--- src/design/axil_rr_macros.svh ---
`ifndef AXIL_RR_MACROS_SVH
`define AXIL_RR_MACROS_SVH

// AXI-Lite bus widths
`define AXIL_ADDR_W 32
`define AXIL_DATA_W 32
`define AXIL_STRB_W 4
`define AXIL_RESP_W 2

// Log stream flow control
// Records the sink can absorb right after reset
`define RR_LOG_CREDITS 4

// Wide enough to hold RR_LOG_CREDITS plus one, so an overrun is visible
`define RR_CREDIT_W 3

`endif

--- src/design/axil_rr_pkg.sv ---
`include "axil_rr_macros.svh"

package axil_rr_pkg;

   // Channel payloads
   typedef struct packed {
      logic [`AXIL_ADDR_W-1:0] addr;
   } axil_aw_t;

   typedef struct packed {
      logic [`AXIL_DATA_W-1:0] data;
      logic [`AXIL_STRB_W-1:0] strb;
   } axil_w_t;

   typedef struct packed {
      logic [`AXIL_ADDR_W-1:0] addr;
   } axil_ar_t;

   typedef struct packed {
      logic [`AXIL_RESP_W-1:0] resp;
   } axil_b_t;

   typedef struct packed {
      logic [`AXIL_DATA_W-1:0] data;
      logic [`AXIL_RESP_W-1:0] resp;
   } axil_r_t;

   // Bit positions in the end-event vector
   typedef enum logic [2:0] {
      LOGE_AW = 3'd0,
      LOGE_W  = 3'd1,
      LOGE_AR = 3'd2,
      LOGE_B  = 3'd3,
      LOGE_R  = 3'd4
   } loge_id_e;

   localparam int LOGE_CNT = int'(LOGE_R) + 1;

   // Begin bits first, then payloads, then end vector
   typedef struct packed {
      logic                aw_begin;
      logic                w_begin;
      logic                ar_begin;
      axil_aw_t            aw;
      axil_w_t             w;
      axil_ar_t            ar;
      logic [LOGE_CNT-1:0] loge;
   } m2s_log_t;

   typedef struct packed {
      logic                b_begin;
      logic                r_begin;
      axil_b_t             b;
      axil_r_t             r;
      logic [LOGE_CNT-1:0] loge;
   } s2m_log_t;

   // Driven by the master
   typedef struct packed {
      logic     awvalid;
      axil_aw_t aw;
      logic     wvalid;
      axil_w_t  w;
      logic     arvalid;
      axil_ar_t ar;
      logic     bready;
      logic     rready;
   } axil_m2s_t;

   // Driven by the slave
   typedef struct packed {
      logic    awready;
      logic    wready;
      logic    arready;
      logic    bvalid;
      axil_b_t b;
      logic    rvalid;
      axil_r_t r;
   } axil_s2m_t;

endpackage

--- src/design/axil_channel_logger.sv ---
module axil_channel_logger #(
   parameter int PAYLOAD_W = 32
) (
   input  logic                 i_clk,
   input  logic                 i_reset,
   input  logic                 i_stall,
   // Upstream side
   input  logic                 i_valid,
   output logic                 o_ready,
   input  logic [PAYLOAD_W-1:0] i_data,
   // Downstream side
   output logic                 o_valid,
   input  logic                 i_ready,
   output logic [PAYLOAD_W-1:0] o_data,
   // Log events
   output logic                 o_begin,
   output logic                 o_end
);

   typedef enum logic {
      STAGE_EMPTY,
      STAGE_FULL
   } stage_e;

   stage_e               state;
   logic                 live;
   logic                 can_take;
   logic [PAYLOAD_W-1:0] data_q;

   // Keeps the input ready low through reset and the cycle after it
   always_ff @(posedge i_clk) begin
      if (i_reset) begin
         live <= 1'b0;
      end else begin
         live <= 1'b1;
      end
   end

   // Output side hidden while stalled
   assign o_valid = (state == STAGE_FULL) && !i_stall;
   assign o_end   = o_valid && i_ready;
   assign o_data  = data_q;

   // Stage can refill in the same cycle its beat leaves
   assign can_take = (state == STAGE_EMPTY) || o_end;
   assign o_ready  = live && !i_stall && can_take;
   assign o_begin  = i_valid && o_ready;

   always_ff @(posedge i_clk) begin
      if (i_reset) begin
         state <= STAGE_EMPTY;
      end else if (o_begin) begin
         state <= STAGE_FULL;
      end else if (o_end) begin
         state <= STAGE_EMPTY;
      end
   end

   always_ff @(posedge i_clk) begin
      if (o_begin) begin
         data_q <= i_data;
      end
   end

   // Beat waiting on the far side must not change under it
   assert property (@(posedge i_clk) disable iff (i_reset)
      (o_valid && !i_ready) |=> (o_data == $past(o_data)))
      else $error("FAILED: logger payload changed while waiting for ready");

endmodule

--- src/design/axil_log_packer.sv ---
`include "axil_rr_macros.svh"

module axil_log_packer #(
   parameter type REC_T     = axil_rr_pkg::m2s_log_t,
   parameter int  NUM_BEGIN = 3
) (
   input  logic                                i_clk,
   input  logic                                i_reset,
   // Events from the channel loggers
   input  logic [NUM_BEGIN-1:0]                i_begin,
   input  logic [$bits(REC_T)-NUM_BEGIN-axil_rr_pkg::LOGE_CNT-1:0] i_begin_data,
   input  logic [axil_rr_pkg::LOGE_CNT-1:0]    i_end,
   // Log stream
   output logic                                o_rec_valid,
   output REC_T                                o_rec,
   input  logic                                i_credit,
   output logic                                o_no_credit
);

   localparam logic [`RR_CREDIT_W-1:0] CREDIT_MAX = `RR_LOG_CREDITS;

   logic [`RR_CREDIT_W-1:0] credits;
   logic                    any_event;
   logic                    rec_valid_q;
   REC_T                    rec_q;

   assign any_event = (|i_begin) || (|i_end);

   // Spent when a record is captured, so the stall lands before the next one
   always_ff @(posedge i_clk) begin
      if (i_reset) begin
         credits <= CREDIT_MAX;
      end else begin
         case ({any_event, i_credit})
            2'b10:   credits <= credits - 1'b1;
            2'b01:   credits <= credits + 1'b1;
            default: credits <= credits;
         endcase
      end
   end

   assign o_no_credit = (credits == '0);

   always_ff @(posedge i_clk) begin
      if (i_reset) begin
         rec_valid_q <= 1'b0;
      end else begin
         rec_valid_q <= any_event;
      end
   end

   // Field order of REC_T is begin bits, payloads, end vector
   always_ff @(posedge i_clk) begin
      if (any_event) begin
         rec_q <= REC_T'({i_begin, i_begin_data, i_end});
      end
   end

   assign o_rec_valid = rec_valid_q;
   assign o_rec       = rec_q;

   // Sink returned more than it was given
   assert property (@(posedge i_clk) disable iff (i_reset)
      credits <= CREDIT_MAX)
      else $error("FAILED: log credit count above %0d", `RR_LOG_CREDITS);

   // Record went out without a credit behind it
   assert property (@(posedge i_clk) disable iff (i_reset)
      o_rec_valid |-> ($past(credits) != '0))
      else $error("FAILED: log record sent with no credit");

endmodule

--- src/design/axil_recorder.sv ---
module axil_recorder (
   input  logic                   i_clk,
   input  logic                   i_reset,
   // Master side
   input  axil_rr_pkg::axil_m2s_t i_m,
   output axil_rr_pkg::axil_s2m_t o_m,
   // Slave side
   output axil_rr_pkg::axil_m2s_t o_s,
   input  axil_rr_pkg::axil_s2m_t i_s,
   // Log streams
   output logic                   o_m2s_log_valid,
   output axil_rr_pkg::m2s_log_t  o_m2s_log,
   output logic                   o_s2m_log_valid,
   output axil_rr_pkg::s2m_log_t  o_s2m_log,
   input  logic                   i_m2s_credit,
   input  logic                   i_s2m_credit
);

   logic                             stall;
   logic                             m2s_no_credit;
   logic                             s2m_no_credit;
   logic [axil_rr_pkg::LOGE_CNT-1:0] loge;
   logic                             aw_begin;
   logic                             w_begin;
   logic                             ar_begin;
   logic                             b_begin;
   logic                             r_begin;

   // Either stream out of credits holds every channel
   assign stall = m2s_no_credit || s2m_no_credit;

   // AW, master to slave
   axil_channel_logger #(
      .PAYLOAD_W($bits(axil_rr_pkg::axil_aw_t))
   ) aw_logger (
      .i_clk   (i_clk),
      .i_reset (i_reset),
      .i_stall (stall),
      .i_valid (i_m.awvalid),
      .o_ready (o_m.awready),
      .i_data  (i_m.aw),
      .o_valid (o_s.awvalid),
      .i_ready (i_s.awready),
      .o_data  (o_s.aw),
      .o_begin (aw_begin),
      .o_end   (loge[axil_rr_pkg::LOGE_AW])
   );

   // W, master to slave
   axil_channel_logger #(
      .PAYLOAD_W($bits(axil_rr_pkg::axil_w_t))
   ) w_logger (
      .i_clk   (i_clk),
      .i_reset (i_reset),
      .i_stall (stall),
      .i_valid (i_m.wvalid),
      .o_ready (o_m.wready),
      .i_data  (i_m.w),
      .o_valid (o_s.wvalid),
      .i_ready (i_s.wready),
      .o_data  (o_s.w),
      .o_begin (w_begin),
      .o_end   (loge[axil_rr_pkg::LOGE_W])
   );

   // AR, master to slave
   axil_channel_logger #(
      .PAYLOAD_W($bits(axil_rr_pkg::axil_ar_t))
   ) ar_logger (
      .i_clk   (i_clk),
      .i_reset (i_reset),
      .i_stall (stall),
      .i_valid (i_m.arvalid),
      .o_ready (o_m.arready),
      .i_data  (i_m.ar),
      .o_valid (o_s.arvalid),
      .i_ready (i_s.arready),
      .o_data  (o_s.ar),
      .o_begin (ar_begin),
      .o_end   (loge[axil_rr_pkg::LOGE_AR])
   );

   // B, slave to master
   axil_channel_logger #(
      .PAYLOAD_W($bits(axil_rr_pkg::axil_b_t))
   ) b_logger (
      .i_clk   (i_clk),
      .i_reset (i_reset),
      .i_stall (stall),
      .i_valid (i_s.bvalid),
      .o_ready (o_s.bready),
      .i_data  (i_s.b),
      .o_valid (o_m.bvalid),
      .i_ready (i_m.bready),
      .o_data  (o_m.b),
      .o_begin (b_begin),
      .o_end   (loge[axil_rr_pkg::LOGE_B])
   );

   // R, slave to master
   axil_channel_logger #(
      .PAYLOAD_W($bits(axil_rr_pkg::axil_r_t))
   ) r_logger (
      .i_clk   (i_clk),
      .i_reset (i_reset),
      .i_stall (stall),
      .i_valid (i_s.rvalid),
      .o_ready (o_s.rready),
      .i_data  (i_s.r),
      .o_valid (o_m.rvalid),
      .i_ready (i_m.rready),
      .o_data  (o_m.r),
      .o_begin (r_begin),
      .o_end   (loge[axil_rr_pkg::LOGE_R])
   );

   // Both streams see the full end vector
   axil_log_packer #(
      .REC_T     (axil_rr_pkg::m2s_log_t),
      .NUM_BEGIN (3)
   ) m2s_packer (
      .i_clk        (i_clk),
      .i_reset      (i_reset),
      .i_begin      ({aw_begin, w_begin, ar_begin}),
      .i_begin_data ({i_m.aw, i_m.w, i_m.ar}),
      .i_end        (loge),
      .o_rec_valid  (o_m2s_log_valid),
      .o_rec        (o_m2s_log),
      .i_credit     (i_m2s_credit),
      .o_no_credit  (m2s_no_credit)
   );

   axil_log_packer #(
      .REC_T     (axil_rr_pkg::s2m_log_t),
      .NUM_BEGIN (2)
   ) s2m_packer (
      .i_clk        (i_clk),
      .i_reset      (i_reset),
      .i_begin      ({b_begin, r_begin}),
      .i_begin_data ({i_s.b, i_s.r}),
      .i_end        (loge),
      .o_rec_valid  (o_s2m_log_valid),
      .o_rec        (o_s2m_log),
      .i_credit     (i_s2m_credit),
      .o_no_credit  (s2m_no_credit)
   );

endmodule

--- config.mk ---
export PLATFORM = sky130hd
export DESIGN_NAME = axil_recorder
export DESIGN_NICKNAME = d
export VERILOG_FILES = /design/src/design/axil_rr_pkg.sv /design/src/design/axil_channel_logger.sv /design/src/design/axil_log_packer.sv /design/src/design/axil_recorder.sv
export VERILOG_INCLUDE_DIRS = /design/src /design/src/design
export SDC_FILE = /design/constraint.sdc
export NUM_CORES = 1
export LEC_CHECK = 0
export BUFFER_PORTS_ARGS = -buffer_cell sky130_fd_sc_hd__buf_2
export CAP_MARGIN = 5
export CORE_ASPECT_RATIO = 1.1
export CORE_MARGIN = 4
export CORE_UTILIZATION = 29
export DETAILED_ROUTE_END_ITERATION = 8
export GPL_TIMING_DRIVEN = 1
export PLACE_DENSITY = 0.61
export SLEW_MARGIN = 20
export SYNTH_ARGS = -nofsm -noshare
export SYNTH_HDL_FRONTEND = slang
export SYNTH_SLANG_ARGS = --single-unit
--- constraint.sdc ---
create_clock -name i_clk -period 6.55 [get_ports i_clk]
set_input_delay 0.9825 -clock i_clk [delete_from_list [all_inputs] [get_ports i_clk]]
set_output_delay 0.9825 -clock i_clk [all_outputs]
set_load 0.01 [all_outputs]
# Word-level counts from Yosys, hierarchy flattened

Index checks and enable logic that the tools add are counted.

Output and inout bits: 299
Input bits: 150
Bits in registers: 301
Word-level logic and storage cells: 97

Reduce and logical (&&, ||, !) cells: 42
Bitwise operators: 5
Mux-type cells: 13
$add $sub $neg: 4
Equality and inequality tests: 4

Operator list:

| kind                  | number |
|---|---|
| $logic_and A1 B1 Y1   | 21 |
| $reduce_bool A2 Y1    | 7 |
| $pmux W3 S2           | 2 |
| $mux W1               | 11 |
| $logic_or A1 B1 Y1    | 8 |
| $add A3 B1 Y3 const B | 2 |
| $logic_not A3 Y1      | 2 |
| $sub A3 B1 Y3 const B | 2 |
| $not A1 Y1            | 5 |
| $reduce_or A5 Y1      | 1 |
| $eq A2 B1 Y1 const B  | 2 |
| $eq A2 B2 Y1 const B  | 2 |
| $reduce_or A3 Y1      | 1 |
| $reduce_or A2 Y1      | 1 |
| $logic_not A1 Y1      | 1 |

# Logic depth before layout (Yosys ltp)

Depth after elaboration: 12
Depth in mapped cells: 10
Mapped depth without buffers: 10

# Cells and area by module

Synthesis repeated with hierarchy kept, for this count alone.

Cell total of the unflattened synthesis: 384
Area, all modules: 9,594.2 um^2

Modules (own cells, without submodules):

| module                              | sequential area each (um^2) | area an instance (um^2) | instances | cells an instance |
|---|---|---|---|---|
| axil_log_packer (m2s_packer)        | 3,323.2                     | 3,447.1                 | 1         | 129 |
| axil_channel_logger (ar_logger ...) | 1,001.0                     | 1,071.0                 | 2         | 43 |
| axil_log_packer (s2m_packer)        | 1,371.3                     | 1,506.4                 | 1         | 63 |
| axil_channel_logger (w_logger)      | 1,121.1                     | 1,191.1                 | 1         | 47 |
| axil_channel_logger (r_logger)      | 1,061.0                     | 1,131.1                 | 1         | 45 |
| axil_channel_logger (b_logger)      | 100.1                       | 170.2                   | 1         | 13 |
| axil_recorder                       | 0.0                         | 6.3                     | 1         | 1 |

# Worst setup path after synthesis

Ideal clock, no wire load.

Path type: input -> register
From: input port i_s[40] (netlist bit)
To: register m2s_packer.rec_q (netlist bit m2s_packer.o_rec[0]), enable pin
Arrival: 5,817 ps
Cell stages on the path: 4
Library setup time: 576 ps
Path slack: 158 ps
Data required time: 5,974 ps
Path buffers: 0
Cells stage by stage: nand2b_1 -> a22o_1 -> a211oi_2 -> nor2_1

Word-level cells in the longest chain between the ends: 6
Elaborated cells between the ends (all ways): 7
Those cells by class: 7 x reduce/logical

RTL lines:

| item                     | RTL line                  | RTL |
|---|---|---|
| start: declaration       | axil_recorder.sv:9        | `input axil_rr_pkg::axil_s2m_t i_s,` |
| $logic_and A1 B1 Y1 *    | axil_channel_logger.sv:41 | `assign o_end = o_valid && i_ready;` |
| $logic_or A1 B1 Y1       | axil_channel_logger.sv:45 | `assign can_take = (state == STAGE_EMPTY) \|\| o_end;` |
| $logic_and A1 B1 Y1      | axil_channel_logger.sv:46 | `assign o_ready = live && !i_stall && can_take;` |
| $logic_and A1 B1 Y1      | axil_channel_logger.sv:47 | `assign o_begin = i_valid && o_ready;` |
| $reduce_or A3 Y1         | axil_log_packer.sv:27     | `assign any_event = (\|i_begin) \|\| (\|i_end);` |
| $logic_or A1 B1 Y1 *     | axil_log_packer.sv:27     |  |
| via m2s_packer.any_event | axil_log_packer.sv:23     | `logic any_event;` |
| end signal: assignment   | axil_log_packer.sv:55     | `rec_q <= REC_T'({i_begin, i_begin_data, i_end});` |
| end: declaration         | axil_log_packer.sv:25     | `REC_T rec_q;` |

The timed path passes the listed nets; every way through them passes the cells marked *.
A chain may end at the register's enable or synchronous reset.

==> impl_metrics.toml <==
[clock_network]
holdBufCountCts = 0
cts_resized = 0
clkTransAtPathRegs_ns = 0.06
cts_sinks = 301
cts_buffer_depth = 3
cts_tree = "yes"
clk_latency_ns = 0.56
cts_setup_buffers = 0
cts_max_level = 1
numCtsBuffers = 31
root_buffer = "clkbuf_16"

[pwr]
p_sw_mw = 1.70
power_frac_comb_pct = 22.0
power_density_mw_per_mm2 = 439
power.internal_mw = 4.15
p_clk_share_pct = 29.1
finalPower_mw = 5.85
seq_power_share_pct = 48.9
p_sw_share_pct = 29.0
vdd.ir_drop.worst_uv = 227
p_leak_nw = 5.43

[setup_path]
end_kind = "primary output"
cp_data_required_time_ns = 5.57
slowest_stage = "or3_4"
path_class = "reg -> out"
arrival_ns = 1.99
worst_setup_path_start_kind = "flip-flop"
path_cells = "or3_4 > and3_4 > and2_1 > buf_2"
r2r_cells = 10
max_stage_delay_ns = 0.48
crit_fanout = 13

[layout]
area_delta_synth_final_pct = 39.2
final_cells = 1327
nets = 1025
drive_gt1_share_pct = 57.0
design_area_mm2 = 0.0133

[detailed_routing]
drtIter0Drc = 219
wl_per_cell_um = 18.8
met3_length_um = 2560
dr_total_vias = 5480
via_per_inst = 4.13
met1Wirelength_um = 8700
detail-route-antenna-nets = 0
drc = 0
first_pass_iters = 4
met2WireLength_um = 12900
top_layer_used = "met5"
wl_um = 24900

[floorplan]
die_h_um = 198
start_util_pct = 29.5
die_width_um = 181
die_area_mm2 = 0.0359
top_level_ports = 449
rows = 69
core_mm2 = 0.0325

[timing]
tns_ns = 0
setup_viol = 0
tightestPinTransition_ns = 0.990
post-route-min-period_ns = 2.98
max_slew_margin_pct = 34.0
final_max_slew_viol_count = 0
hold_viol = 0
min_period_over_period_pct = 45.5
rsz0062_at_grt = "no"
fin_hold_ws_ns = 0.505
fmax_mhz = 336
clock_skew_ns = 0.0103

[grt]
grt_pass1_wl_um = 35000
track_usage_pct = 12.8
grt_pass1_vias = 5654
grt_max_degree = 74
grt_overflow = 0
antenna_found_initial = 9

[synthesis]
syn_inst = 398
syn_area_mm2 = 0.00956
synth_cell_types = 30
yosysWarningCount = 0
ys_seq_area_share_pct = 93.1
syn_area_per_cell_um2 = 24.0
synth_nets = 552
ys_seq_elements = 301

[run_status]
outcome = "finished clean"

[placement]
port-buffer-count = 448
dp.cells = 1264
gp_congestion = 0.765
place_area_mm2 = 0.0123
dp_hpwl_um = 18600

[min_path]
hp-class = "reg -> reg"
holdPathStages = 2

[run]
maxCapViolations = 0
[layout by cell type (no fill, tap or decap), types with 3 or more instances in the layout]
master / count
buf_2: 448
dfxtp_1: 14
diode_2: 5
nor2_1: 10
a22oi_1: 4
nand2b_1: 6
clkinv_1: 6
nand2_1: 3
and2_1: 10
clkbuf_1: 4
and3_1: 8
inv_1: 3
xor2_1: 4
clkinvlp_4: 3
bufinv_16: 3
buf_4: 6
inv_6: 5
edfxtp_1: 287
nand3_1: 7
clkbuf_16: 31
clkinv_2: 6
[kinds of logic after synthesis]
family                   share of synthesized area, %
flip-flops                                       93.1
buffers and inverters                            1.19
adder cells (fa/ha/maj)                         0.681
AND/OR/NAND/NOR                                  3.36
multiplexers                                    0.209
XOR/XNOR                                        0.366
AO/OA/AOI/OAI                                    1.11
[power by group through the flow]
stage	clock (mW)	sequential, mW	combinational (mW)
finish	1.70	2.86	1.29
global route	1.85	2.91	1.40
CTS	1.76	2.87	1.33
detailed placement	0	2.91	1.33
global placement	0	2.89	1.33
floorplan	0	3.20	0.386
[critical path, delay by kind of cell (launching register included)]
kind                   cells  cell delay, ns
AND/OR/NAND/NOR            3            0.94
buffers and inverters      1            0.16
flip-flops                 1            0.35
[cell type report]
type / instances / area (µm²)
fillers: 3018 / 19100
flip-flops and latches: 301 / 8900
repair buffers: 454 / 2290
clock buffers: 35 / 791
multi-input cells: 80 / 569
well taps: 426 / 533
clock inverters: 23 / 209
diodes: 5 / 12.5
inverters: 3 / 11.3
[per-layer routing]
| layer | vias to the layer above | track usage, % |
|---|---|---|
| met5 | - | 0 |
| met4 | 10 | 5.06 |
| met3 | 53 | 5.25 |
| met2 | 260 | 22.4 |
| met1 | 2648 | 14.1 |
| li1 | 2509 | - |
[sequential cells by signal (all words and copies together) (netlist names), 3 cells and up]
register / flops
r_logger.o_data: 34
m2s_packer.credits: 3
s2m_packer.credits: 3
m2s_packer.o_rec: 108
w_logger.o_data: 36
s2m_packer.o_rec: 43
ar_logger.o_data: 32
aw_logger.o_data: 32
[final timing paths]
check | from | end | slack, ns
worst max register to register | r_logger.state | m2s_packer.credits[2] | 3.96
worst max-delay path | m2s_packer.credits[0] | o_m[38] | 3.57
worst min register to register | m2s_packer.credits[2] | m2s_packer.credits[2] | 0.51
worst min-delay path | m2s_packer.credits[2] | m2s_packer.credits[2] | 0.51
[stage by stage]
step | worst slack [ns] | util [%]
after CTS | 3.53 | 41.0
after global placement | 3.13 | 37.9
after detailed placement | 3.15 | 37.9
final | 3.57 | 41.0
after global routing | 3.50 | 41.0
after floorplan | 0.158 | -
[cell usage after synthesis]
library cell	instances	area share, %
a22o_1	2	0.18
nor2b_1	2	0.13
a211oi_2	1	0.13
nor3_1	3	0.16
buf_4	11	0.86
a22oi_1	4	0.31
a222oi_1	1	0.10
dfxtp_1	14	2.9
a2bb2oi_1	1	0.092
buf_6	1	0.12
or3_4	2	0.24
mux2i_1	2	0.21
and2_1	10	0.65
nand2b_1	6	0.39
a21oi_1	1	0.052
ha_1	2	0.26
a22oi_2	1	0.13
nand3_1	7	0.37
o21ai_0	2	0.10
nand2_1	3	0.12
or3_1	2	0.13
fa_1	2	0.42
clkbuf_1	1	0.039
inv_1	3	0.12
nor2_1	12	0.47
and3_1	9	0.59
and3_4	1	0.12
buf_2	1	0.052
edfxtp_1	287	90
xor2_1	4	0.37
No activity file was read; power rests on OpenSTA's default activity.
